$ cat src/common/uart_defs.svh
// UART build parameters
`ifndef UART_DEFS_SVH
`define UART_DEFS_SVH

// Width of the AHB address and data buses
`define UART_XLEN 32

// Entries in each character FIFO, kept a power of two
`define UART_FIFO_DEPTH 8

// Destination word placed in the first flit of every outgoing packet
`define UART_HOST_DEST 16'h0000

`endif

$ cat src/common/dii_pkg.sv
// Debug interconnect types
`default_nettype none

package dii_pkg;

  // One flit of the debug interconnect
  // A packet is a run of flits that ends on the one with last set
  typedef struct packed {
    logic        valid;
    logic        last;
    logic [15:0] data;
  } dii_flit;

  // Type word in the third flit, after the destination and the source
  // It is a full flit wide so that it compares directly with flit data
  typedef enum logic [15:0] {
    // Payload flits carry one character each in the low byte
    PKT_CHAR = 16'h0001,
    // Payload bit 0 reports whether a host is attached
    PKT_CTRL = 16'h0002
  } dii_pkt_type_e;

endpackage : dii_pkg

`default_nettype wire

$ cat src/common/uart_pkg.sv
// UART register and bus types
`default_nettype none

package uart_pkg;

  // Register offsets of the 16550 block, taken from word address bits 4 to 2
  typedef enum logic [2:0] {
    REG_RBR_THR = 3'd0,
    REG_IER     = 3'd1,
    REG_IIR_FCR = 3'd2,
    REG_LCR     = 3'd3,
    REG_MCR     = 3'd4,
    REG_LSR     = 3'd5,
    REG_MSR     = 3'd6,
    REG_SCR     = 3'd7
  } uart_reg_e;

  // Interrupt identification codes in the low nibble of IIR
  // Bit 0 set means that no interrupt is pending, as on a real 16550
  typedef enum logic [3:0] {
    IIR_NONE      = 4'b0001,
    IIR_THR_EMPTY = 4'b0010,
    IIR_RX_DATA   = 4'b0100
  } uart_iir_e;

  // Direction of a single register request
  typedef enum logic {
    BUS_READ  = 1'b0,
    BUS_WRITE = 1'b1
  } uart_bus_op_e;

endpackage : uart_pkg

`default_nettype wire

$ cat src/dem_uart/dem_uart_emul.sv
// Debug packet UART emulation
`default_nettype none
`include "uart_defs.svh"

module dem_uart_emul (
  input  wire                   clk,
  input  wire                   arst_n_i,
  input  wire [15:0]            id_i,
  input  wire dii_pkg::dii_flit debug_in_i,
  output logic                  debug_in_ready_o,
  output dii_pkg::dii_flit      debug_out_o,
  input  wire                   debug_out_ready_i,
  input  wire                   tx_valid_i,
  input  wire [7:0]             tx_char_i,
  output logic                  tx_ready_o,
  output logic                  rx_valid_o,
  output logic [7:0]            rx_char_o,
  input  wire                   rx_ready_i,
  output logic                  drop_o
);
  import dii_pkg::*;

  typedef enum logic [1:0] {SEND_DEST, SEND_SRC, SEND_TYPE, SEND_CHAR} send_state_e;
  typedef enum logic [1:0] {RECV_DEST, RECV_SRC, RECV_TYPE, RECV_PAYLOAD} recv_state_e;

  send_state_e   send_q;
  send_state_e   send_d;
  recv_state_e   recv_q;
  dii_pkt_type_e type_q;
  logic [7:0]    char_q;
  logic          attached_q;
  logic          out_valid;
  logic          out_fire;
  logic          in_fire;
  logic          is_char;

  // Send side

  // The character is taken along with the destination flit
  // Later flits then no longer depend on the transmit FIFO
  assign tx_ready_o = (send_q == SEND_DEST) && debug_out_ready_i;

  // A packet starts once a character waits, and then runs to its end
  assign out_valid = (send_q != SEND_DEST) || tx_valid_i;
  assign out_fire  = out_valid && debug_out_ready_i;

  always_comb begin
    debug_out_o       = '0;
    debug_out_o.valid = out_valid;
    send_d            = send_q;
    case (send_q)
      SEND_DEST: begin
        debug_out_o.data = `UART_HOST_DEST;
        if (out_fire) send_d = SEND_SRC;
      end
      SEND_SRC: begin
        debug_out_o.data = id_i;
        if (out_fire) send_d = SEND_TYPE;
      end
      SEND_TYPE: begin
        debug_out_o.data = PKT_CHAR;
        if (out_fire) send_d = SEND_CHAR;
      end
      default: begin
        debug_out_o.last = 1'b1;
        debug_out_o.data = {8'h00, char_q};
        if (out_fire) send_d = SEND_DEST;
      end
    endcase
  end

  always_ff @(posedge clk or negedge arst_n_i) begin
    if (!arst_n_i) begin
      send_q <= SEND_DEST;
    end else begin
      send_q <= send_d;
    end
  end

  always_ff @(posedge clk) begin
    if (tx_valid_i && tx_ready_o) begin
      char_q <= tx_char_i;
    end
  end

  // Receive side

  // Character payload waits for room in the receive FIFO
  // Header flits and control payload are always taken
  assign is_char          = type_q == PKT_CHAR;
  assign debug_in_ready_o = (recv_q != RECV_PAYLOAD) || !is_char || rx_ready_i;
  assign in_fire          = debug_in_i.valid && debug_in_ready_o;

  assign rx_valid_o = (recv_q == RECV_PAYLOAD) && is_char && debug_in_i.valid;
  assign rx_char_o  = debug_in_i.data[7:0];

  // Characters are dropped until a host reports that it is attached
  assign drop_o = !attached_q;

  always_ff @(posedge clk or negedge arst_n_i) begin
    if (!arst_n_i) begin
      recv_q     <= RECV_DEST;
      attached_q <= 1'b0;
    end else if (in_fire) begin
      if ((recv_q == RECV_PAYLOAD) && (type_q == PKT_CTRL)) begin
        attached_q <= debug_in_i.data[0];
      end
      // A short packet still ends on its last flit
      if (debug_in_i.last) begin
        recv_q <= RECV_DEST;
      end else begin
        case (recv_q)
          RECV_DEST: recv_q <= RECV_SRC;
          RECV_SRC:  recv_q <= RECV_TYPE;
          default:   recv_q <= RECV_PAYLOAD;
        endcase
      end
    end
  end

  // The type word is only read in the payload state, after it is loaded
  always_ff @(posedge clk) begin
    if (in_fire && (recv_q == RECV_TYPE)) begin
      type_q <= dii_pkt_type_e'(debug_in_i.data);
    end
  end

  a_last_valid: assert property (@(posedge clk) disable iff (!arst_n_i)
    debug_out_o.last |-> debug_out_o.valid)
    else $error("outgoing flit has last set without valid");

endmodule : dem_uart_emul

`default_nettype wire

$ cat src/source/ahb_bus_adapter.sv
// AHB-lite slave adapter
`default_nettype none
`include "uart_defs.svh"

module ahb_bus_adapter (
  input  wire                    clk,
  input  wire                    arst_n_i,
  input  wire                    hsel_i,
  input  wire [`UART_XLEN-1:0]   haddr_i,
  input  wire [`UART_XLEN-1:0]   hwdata_i,
  input  wire                    hwrite_i,
  input  wire [1:0]              htrans_i,
  output logic [`UART_XLEN-1:0]  hrdata_o,
  output logic                   hready_o,
  output logic                   hresp_o,
  output logic                   bus_req_o,
  output uart_pkg::uart_bus_op_e bus_op_o,
  output uart_pkg::uart_reg_e    bus_addr_o,
  output logic [7:0]             bus_wdata_o,
  input  wire                    bus_ack_i,
  input  wire [7:0]              bus_rdata_i
);
  import uart_pkg::*;

  localparam logic [1:0] HTRANS_NONSEQ = 2'b10;

  logic start;
  logic busy_q;

  // A transfer starts when its address phase is sampled
  // Only NONSEQ is taken since bursts are not supported
  assign start = hsel_i && (htrans_i == HTRANS_NONSEQ) && hready_o;

  // The data phase waits until the register stage acknowledges
  // This gives one wait state, because the ack trails the request by a cycle
  assign hready_o = !busy_q || bus_ack_i;

  // Every transfer completes with OKAY
  assign hresp_o = 1'b0;

  // Write data is only valid in the data phase, which is the request cycle
  assign bus_wdata_o = hwdata_i[7:0];

  // The read byte shows on every lane so any byte lane order works
  assign hrdata_o = {4{bus_rdata_i}};

  always_ff @(posedge clk or negedge arst_n_i) begin
    if (!arst_n_i) begin
      busy_q    <= 1'b0;
      bus_req_o <= 1'b0;
    end else begin
      // The request is a single-cycle strobe in the data phase
      bus_req_o <= start;
      if (start) begin
        busy_q <= 1'b1;
      end else if (bus_ack_i) begin
        busy_q <= 1'b0;
      end
    end
  end

  // Address phase controls are held for the data phase
  always_ff @(posedge clk) begin
    if (start) begin
      bus_op_o   <= hwrite_i ? BUS_WRITE : BUS_READ;
      bus_addr_o <= uart_reg_e'(haddr_i[4:2]);
    end
  end

  // A second request can only start after the ack of the first one
  a_req_single: assert property (@(posedge clk) disable iff (!arst_n_i)
    bus_req_o |=> !bus_req_o)
    else $error("bus request held for two cycles");

endmodule : ahb_bus_adapter

`default_nettype wire

$ cat src/source/dem_uart_ahb_top.sv
// Debug UART with AHB port
`default_nettype none
`include "uart_defs.svh"

module dem_uart_ahb_top (
  input  wire                   clk,
  input  wire                   arst_n_i,
  input  wire                   hsel_i,
  input  wire [`UART_XLEN-1:0]  haddr_i,
  input  wire [`UART_XLEN-1:0]  hwdata_i,
  input  wire                   hwrite_i,
  input  wire [1:0]             htrans_i,
  output logic [`UART_XLEN-1:0] hrdata_o,
  output logic                  hready_o,
  output logic                  hresp_o,
  input  wire dii_pkg::dii_flit debug_in_i,
  output logic                  debug_in_ready_o,
  output dii_pkg::dii_flit      debug_out_o,
  input  wire                   debug_out_ready_i,
  input  wire [15:0]            id_i,
  output logic                  irq_o
);
  import uart_pkg::*;

  // Register requests from the bus adapter
  logic         bus_req;
  uart_bus_op_e bus_op;
  uart_reg_e    bus_addr;
  logic [7:0]   bus_wdata;
  logic [7:0]   bus_rdata;
  logic         bus_ack;

  // Character streams between the registers and the packet stage
  logic         tx_valid;
  logic [7:0]   tx_char;
  logic         tx_ready;
  logic         rx_valid;
  logic [7:0]   rx_char;
  logic         rx_ready;
  logic         drop;

  ahb_bus_adapter u_bus (
    .clk         (clk),
    .arst_n_i    (arst_n_i),
    .hsel_i      (hsel_i),
    .haddr_i     (haddr_i),
    .hwdata_i    (hwdata_i),
    .hwrite_i    (hwrite_i),
    .htrans_i    (htrans_i),
    .hrdata_o    (hrdata_o),
    .hready_o    (hready_o),
    .hresp_o     (hresp_o),
    .bus_req_o   (bus_req),
    .bus_op_o    (bus_op),
    .bus_addr_o  (bus_addr),
    .bus_wdata_o (bus_wdata),
    .bus_ack_i   (bus_ack),
    .bus_rdata_i (bus_rdata)
  );

  uart_16550_regs u_regs (
    .clk         (clk),
    .arst_n_i    (arst_n_i),
    .bus_req_i   (bus_req),
    .bus_op_i    (bus_op),
    .bus_addr_i  (bus_addr),
    .bus_wdata_i (bus_wdata),
    .bus_ack_o   (bus_ack),
    .bus_rdata_o (bus_rdata),
    .tx_valid_o  (tx_valid),
    .tx_char_o   (tx_char),
    .tx_ready_i  (tx_ready),
    .rx_valid_i  (rx_valid),
    .rx_char_i   (rx_char),
    .rx_ready_o  (rx_ready),
    .drop_i      (drop),
    .irq_o       (irq_o)
  );

  dem_uart_emul u_emul (
    .clk               (clk),
    .arst_n_i          (arst_n_i),
    .id_i              (id_i),
    .debug_in_i        (debug_in_i),
    .debug_in_ready_o  (debug_in_ready_o),
    .debug_out_o       (debug_out_o),
    .debug_out_ready_i (debug_out_ready_i),
    .tx_valid_i        (tx_valid),
    .tx_char_i         (tx_char),
    .tx_ready_o        (tx_ready),
    .rx_valid_o        (rx_valid),
    .rx_char_o         (rx_char),
    .rx_ready_i        (rx_ready),
    .drop_o            (drop)
  );

endmodule : dem_uart_ahb_top

`default_nettype wire

$ cat src/uart_16550/uart_16550_regs.sv
// 16550 register stage
`default_nettype none
`include "uart_defs.svh"

module uart_16550_regs (
  input  wire                    clk,
  input  wire                    arst_n_i,
  input  wire                    bus_req_i,
  input  uart_pkg::uart_bus_op_e bus_op_i,
  input  uart_pkg::uart_reg_e    bus_addr_i,
  input  wire [7:0]              bus_wdata_i,
  output logic                   bus_ack_o,
  output logic [7:0]             bus_rdata_o,
  output logic                   tx_valid_o,
  output logic [7:0]             tx_char_o,
  input  wire                    tx_ready_i,
  input  wire                    rx_valid_i,
  input  wire [7:0]              rx_char_i,
  output logic                   rx_ready_o,
  input  wire                    drop_i,
  output logic                   irq_o
);
  import uart_pkg::*;

  logic [7:0] ier_q;
  logic [7:0] lcr_q;
  logic [7:0] mcr_q;
  logic [7:0] scr_q;
  logic [7:0] dll_q;
  logic [7:0] dlm_q;
  logic       dlab;
  logic       wr_en;
  logic       rd_en;
  logic       fcr_wr;
  logic       tx_push;
  logic       tx_pop;
  logic       tx_empty;
  logic       rx_push;
  logic       rx_pop;
  logic       rx_full;
  logic       rx_empty;
  logic [7:0] rx_data;
  logic [7:0] lsr;
  logic [7:0] rdata_d;
  uart_iir_e  iir;

  // LCR bit 7 maps offsets 0 and 1 onto the divisor latch
  assign dlab  = lcr_q[7];
  assign wr_en = bus_req_i && (bus_op_i == BUS_WRITE);
  assign rd_en = bus_req_i && (bus_op_i == BUS_READ);

  assign tx_push = wr_en && (bus_addr_i == REG_RBR_THR) && !dlab;
  assign rx_pop  = rd_en && (bus_addr_i == REG_RBR_THR) && !dlab;
  assign fcr_wr  = wr_en && (bus_addr_i == REG_IIR_FCR);

  // Without a host the head character is thrown away at once
  assign tx_valid_o = !tx_empty && !drop_i;
  assign tx_pop     = !tx_empty && (drop_i || tx_ready_i);

  // The receive side takes characters while there is room
  assign rx_ready_o = !rx_full;
  assign rx_push    = rx_valid_i && rx_ready_o;

  // Write pushes that find the FIFO full are lost
  uart_char_fifo #(
    .DEPTH (`UART_FIFO_DEPTH)
  ) u_tx_fifo (
    .clk         (clk),
    .arst_n_i    (arst_n_i),
    .push_i      (tx_push),
    .push_data_i (bus_wdata_i),
    .pop_i       (tx_pop),
    .clear_i     (fcr_wr && bus_wdata_i[2]),
    .pop_data_o  (tx_char_o),
    .full_o      (),
    .empty_o     (tx_empty),
    .level_o     ()
  );

  uart_char_fifo #(
    .DEPTH (`UART_FIFO_DEPTH)
  ) u_rx_fifo (
    .clk         (clk),
    .arst_n_i    (arst_n_i),
    .push_i      (rx_push),
    .push_data_i (rx_char_i),
    .pop_i       (rx_pop),
    .clear_i     (fcr_wr && bus_wdata_i[1]),
    .pop_data_o  (rx_data),
    .full_o      (rx_full),
    .empty_o     (rx_empty),
    .level_o     ()
  );

  // No shift register exists, so TEMT follows THRE
  // A full transmit FIFO only shows by its lost writes
  assign lsr = {1'b0, tx_empty, tx_empty, 4'b0000, !rx_empty};

  // Received data outranks an empty transmitter
  always_comb begin
    if (ier_q[0] && !rx_empty) begin
      iir = IIR_RX_DATA;
    end else if (ier_q[1] && tx_empty) begin
      iir = IIR_THR_EMPTY;
    end else begin
      iir = IIR_NONE;
    end
  end

  assign irq_o = iir != IIR_NONE;

  always_comb begin
    case (bus_addr_i)
      REG_RBR_THR: rdata_d = dlab ? dll_q : rx_data;
      REG_IER:     rdata_d = dlab ? dlm_q : ier_q;
      // Bits 7 and 6 report the FIFOs as enabled
      REG_IIR_FCR: rdata_d = {4'b1100, iir};
      REG_LCR:     rdata_d = lcr_q;
      REG_MCR:     rdata_d = mcr_q;
      REG_LSR:     rdata_d = lsr;
      // There are no modem lines to report
      REG_MSR:     rdata_d = 8'h00;
      REG_SCR:     rdata_d = scr_q;
      default:     rdata_d = 8'h00;
    endcase
  end

  always_ff @(posedge clk or negedge arst_n_i) begin
    if (!arst_n_i) begin
      ier_q     <= '0;
      lcr_q     <= '0;
      mcr_q     <= '0;
      scr_q     <= '0;
      dll_q     <= '0;
      dlm_q     <= '0;
      bus_ack_o <= 1'b0;
    end else begin
      // Every request is answered exactly one cycle later
      bus_ack_o <= bus_req_i;
      if (wr_en) begin
        case (bus_addr_i)
          REG_RBR_THR: begin
            if (dlab) begin
              dll_q <= bus_wdata_i;
            end
          end
          REG_IER: begin
            if (dlab) begin
              dlm_q <= bus_wdata_i;
            end else begin
              ier_q <= bus_wdata_i;
            end
          end
          REG_LCR: lcr_q <= bus_wdata_i;
          REG_MCR: mcr_q <= bus_wdata_i;
          REG_SCR: scr_q <= bus_wdata_i;
          default: ;
        endcase
      end
    end
  end

  // Read data is taken before an RBR pop moves the head
  always_ff @(posedge clk) begin
    if (bus_req_i) begin
      bus_rdata_o <= rdata_d;
    end
  end

endmodule : uart_16550_regs

`default_nettype wire

$ cat src/uart_16550/uart_char_fifo.sv
// Character FIFO
`default_nettype none

module uart_char_fifo #(
  parameter int DEPTH = 8
) (
  input  wire                    clk,
  input  wire                    arst_n_i,
  input  wire                    push_i,
  input  wire [7:0]              push_data_i,
  input  wire                    pop_i,
  input  wire                    clear_i,
  output logic [7:0]             pop_data_o,
  output logic                   full_o,
  output logic                   empty_o,
  output logic [$clog2(DEPTH):0] level_o
);

  localparam int AW = $clog2(DEPTH);

  logic [7:0]  mem [DEPTH];
  logic [AW:0] wr_ptr_q;
  logic [AW:0] rd_ptr_q;
  logic        push_ok;
  logic        pop_ok;

  // The pointers carry one wrap bit, which tells full from empty
  assign empty_o = wr_ptr_q == rd_ptr_q;
  assign full_o  = (wr_ptr_q[AW] != rd_ptr_q[AW]) &&
                   (wr_ptr_q[AW-1:0] == rd_ptr_q[AW-1:0]);
  assign level_o = wr_ptr_q - rd_ptr_q;

  // Pushes to a full buffer and pops from an empty one are dropped
  assign push_ok = push_i && !full_o;
  assign pop_ok  = pop_i && !empty_o;

  // The head entry is always visible on the output
  assign pop_data_o = mem[rd_ptr_q[AW-1:0]];

  always_ff @(posedge clk or negedge arst_n_i) begin
    if (!arst_n_i) begin
      wr_ptr_q <= '0;
      rd_ptr_q <= '0;
    end else if (clear_i) begin
      wr_ptr_q <= '0;
      rd_ptr_q <= '0;
    end else begin
      if (push_ok) begin
        wr_ptr_q <= wr_ptr_q + 1'b1;
      end
      if (pop_ok) begin
        rd_ptr_q <= rd_ptr_q + 1'b1;
      end
    end
  end

  always_ff @(posedge clk) begin
    if (push_ok) begin
      mem[wr_ptr_q[AW-1:0]] <= push_data_i;
    end
  end

  // A full buffer keeps its write pointer until something is popped or cleared
  a_no_push_full: assert property (@(posedge clk) disable iff (!arst_n_i)
    full_o && !clear_i |=> wr_ptr_q == $past(wr_ptr_q))
    else $error("character FIFO accepted a push while full");

endmodule : uart_char_fifo

`default_nettype wire

$ cat config.mk
export PLATFORM = sky130hd
export DESIGN_NAME = dem_uart_ahb_top
export DESIGN_NICKNAME = d
export VERILOG_FILES = /design/src/common/dii_pkg.sv /design/src/common/uart_pkg.sv /design/src/dem_uart/dem_uart_emul.sv /design/src/source/ahb_bus_adapter.sv /design/src/source/dem_uart_ahb_top.sv /design/src/uart_16550/uart_16550_regs.sv /design/src/uart_16550/uart_char_fifo.sv
export VERILOG_INCLUDE_DIRS = /design/src /design/src/common
export SDC_FILE = /design/constraint.sdc
export NUM_CORES = 1
export LEC_CHECK = 0
export BUFFER_PORTS_ARGS = -buffer_cell sky130_fd_sc_hd__buf_4
export CORE_UTILIZATION = 53
export CTS_BUF_LIST = sky130_fd_sc_hd__clkbuf_8
export CTS_CLUSTER_DIAMETER = 120
export DETAILED_ROUTE_END_ITERATION = 10
export GPL_TIMING_DRIVEN = 0
export PLACE_DENSITY = 0.78
export SLEW_MARGIN = 20
export SYNTH_ARGS = -nofsm -noshare
export SYNTH_HDL_FRONTEND = slang
export SYNTH_SLANG_ARGS = --single-unit
export TNS_END_PERCENT = 5
$ cat constraint.sdc
create_clock -name clk -period 2.4 [get_ports clk]
set_input_delay 0.48 -clock clk [delete_from_list [all_inputs] [get_ports clk]]
set_output_delay 0.48 -clock clk [all_outputs]
set_load 0.005 [all_outputs]
==> metrics <==
RSZ-0062 raised after global routing=yes; post-synthesis cell count=631; Fin. Hold Viols=0; Post-synth ARST share=30.5%; core box area=0.0187 mm2; initial antenna violation count=0; wire per inst=20.9 um; final wirelength=22300 um; largest net degree at the start of global routing=73; DR iter-0 viols=517; synth warn=0; syn avg cell area=16.0 um2; Sum Neg Setup Slack=-5.36 ns; die height=140 um; final setup vio count=52; Initial Util=53.9%; clk buf depth=3; Hold Buf Count CTS=0; GRT Util Overall=22.8%; static leakage=4.95 nW; Fmax achieved=360 MHz; Slew Limit Fails=0; CTS tree=yes; CTS Buf Count=37; gr ovfl total=0; WS Path Type=register to output pin; part of the cycle the worst path needs=116%; Max VDD drop=0.461 mV; Top Ports=159; dpl cells=973; Vias=6175; num rows=50; antenna diode count=0; Critical Path RT=1.92 ns; Post-synth EDFFs=164; Die ar.=0.0196 mm2; Reg2Reg Launch Point=u_bus.bus_addr_o[1]$_DFFE_PP_; Max-slew headroom=38.2%; Synth Net Count=744; Worst R2R End=u_regs.u_tx_fifo.mem[5][2]$_DFFE_PP_; drt drc=0; slowest stage cell, crit path=or4_1; Synth Register Bits=236; Seq/Total Area, Yosys=66.7%; Critical Path, Cell by Cell=buf_8 > xor2_4 > or4_1 > or3_4 > buf_6; clock input transition at the sequential cells of the worst setup and hold paths=0.07 ns; root buffer cell=clkbuf_8; Core Util, Final=67.3%; DP Wirelength=14300 um; pre-CTS WS=-0.704 ns; share of post-route cells with drive strength above 1=45.3%; gpl congestion=0.874; Final min period=2.78 ns; vias per inst=5.79; setup clock skew after layout=0.0198 ns; DRT Pass-1 Iters=5; post-route setup slack=-0.379 ns; count of input and output buffers=104; DP Area=0.0113 mm2; post-route ant nets=0; worst hold path class=primary input to async pin; synthesized area=0.0101 mm2; width of the chip=140 um; number of global-route vias before repair=6398; Synth cell types=58; Pwr Density=772 mW/mm2; crit path launch type=register; Max Cap Viol=0; CP max stage delay=0.49 ns; run status=finished, violations left; first-pass GRT wire length=33700 um; r2r setup slk=-0.16 ns; ys flop type=edfxtp_1; CP endpoint kind=output pin; violated checks=negative setup slack; fin cells=1067; H-Tree Level Count=2; Max FO, Critical Path=3; Area Overhead vs Synth=24.8%; crit path launch=u_regs.u_rx_fifo.rd_ptr_q[1]$_DFFE_PN0P_; Clock Sinks=236; Worst-Skew Late Latency=0.54 ns; cells on worst reg2reg path=4; worst-margin pin slew=0.914 ns; Worst Path Arrival=2.30 ns; final instance area=0.0126 mm2; nets@finish=918
worst max path at each step:
| stage | to | slack [ns] | depth (start not counted) |
|---|---|---|---|
| finish | debug_in_ready_o | -0.38 | 5 |
| global route | debug_in_ready_o | -0.42 | 5 |
| CTS | debug_in_ready_o | -0.35 | 5 |
| detailed placement | u_regs.u_rx_fifo.mem[2][1]$_DFFE_PP_ | -0.70 | 5 |
| global placement | u_regs.u_rx_fifo.mem[7][5]$_DFFE_PP_ | -1.21 | 3 |
| floorplan | u_regs.u_tx_fifo.mem[0][0]$_DFFE_PP_ | -0.08 | 5 |
layout by cell type (no fill, tap or decap), types with 9 or more instances in the layout:
cell,count
mux2i_1,16
a21oi_1,14
mux2_2,57
clkbuf_8,45
nand2_1,17
edfxtp_1,164
xnor2_1,9
buf_4,160
nor2_1,20
and2_1,9
inv_1,23
o21ai_0,13
mux4_2,32
dfrtp_1,65
worst max-delay path, delay by kind of cell (launching register included):
family                 cells  cell delay (ns)
XOR/XNOR                   1             0.19
buffers and inverters      2             0.27
flip-flops                 1             0.40
AND/OR/NAND/NOR            2             0.90
cell usage after synthesis (3+ instances only):
cell type | number | area share (%)
and3_1 | 5 | 0.31
nand2_1 | 20 | 0.74
a211oi_1 | 4 | 0.30
clkbuf_1 | 15 | 0.56
nor3_1 | 12 | 0.60
xor2_1 | 11 | 0.95
nand3b_1 | 3 | 0.22
nor4_1 | 7 | 0.43
mux4_2 | 32 | 7.1
edfxtp_1 | 164 | 49
nor2b_1 | 8 | 0.50
nand2b_1 | 7 | 0.43
a31oi_1 | 3 | 0.19
ha_1 | 8 | 0.99
and2_1 | 9 | 0.56
nor3b_1 | 5 | 0.37
buf_4 | 27 | 2.0
a22o_1 | 7 | 0.61
inv_1 | 11 | 0.41
nor2_1 | 25 | 0.93
nand4_1 | 5 | 0.31
dfrtp_1 | 72 | 18
o22ai_1 | 3 | 0.19
mux2_2 | 57 | 6.4
mux2i_1 | 17 | 1.7
xnor2_1 | 9 | 0.78
nand3_1 | 9 | 0.45
a21oi_1 | 14 | 0.69
buf_2 | 11 | 0.55
a22oi_1 | 4 | 0.30
o21ai_0 | 14 | 0.69
where the power goes:
| group | leakage [nW] | switching (W) | internal, W | total [W] |
|---|---|---|---|---|
| Clock | 0.419 | 0.00150 | 0.00180 | 0.00330 |
| Sequential | 2.34 | 0.0000990 | 0.00454 | 0.00464 |
| Combinational | 2.19 | 0.000819 | 0.000957 | 0.00178 |
registers in the layout, indices dropped and copies added (netlist names), 8 cells and up:
name	flops
u_regs.dll_q	8
u_regs.bus_rdata_o	8
u_regs.scr_q	8
u_emul.char_q	8
u_regs.ier_q	8
u_regs.dlm_q	8
u_regs.mcr_q	8
u_emul.type_q	16
u_regs.u_tx_fifo.mem	64
u_regs.u_rx_fifo.mem	64
u_regs.lcr_q	8
per-stage QoR:
step	power, W	hold slack, ns
after floorplan	0.00562	0.184
after global placement	0.00612	0.471
after detailed placement	0.00620	0.486
after CTS	0.00955	0.0957
after global routing	0.0101	0.114
final	0.00972	0.0803
routing by layer:
layer | GRT usage (%) | wire length, um
met4 | 9.60 | 605
met2 | 39.0 | 11400
met3 | 4.89 | 1460
met1 | 28.3 | 8800
met5 | 0 | 0
cell type report:
cell class / instances / area, um2
sequential: 236 / 6740
inverter: 11 / 41.3
clock inverter: 22 / 115
multi-input combinational: 328 / 3330
clock buffer: 45 / 619
timing repair buffer: 136 / 1040
fill: 1219 / 6110
buffer: 55 / 417
tap: 234 / 293
cell families after synthesis:
kind of cell             after synthesis  synth area share [%]
buffers and inverters                 67                  3.78
AND/OR/NAND/NOR                      127                  7.13
multiplexers                         107                  15.3
XOR/XNOR                              20                  1.74
adder cells (fa/ha/maj)                8                 0.992
flip-flops                           236                  66.7
other                                  1                0.0372
AO/OA/AOI/OAI                         65                  4.35
timing repair:
action / CTS / global route
endpoints found under the setup margin: 185 / 168
buffers inserted: 12 / 16
pin swaps: 11 / 5
resized for setup: 53 / 40
(Power assumes the default switching activity.)
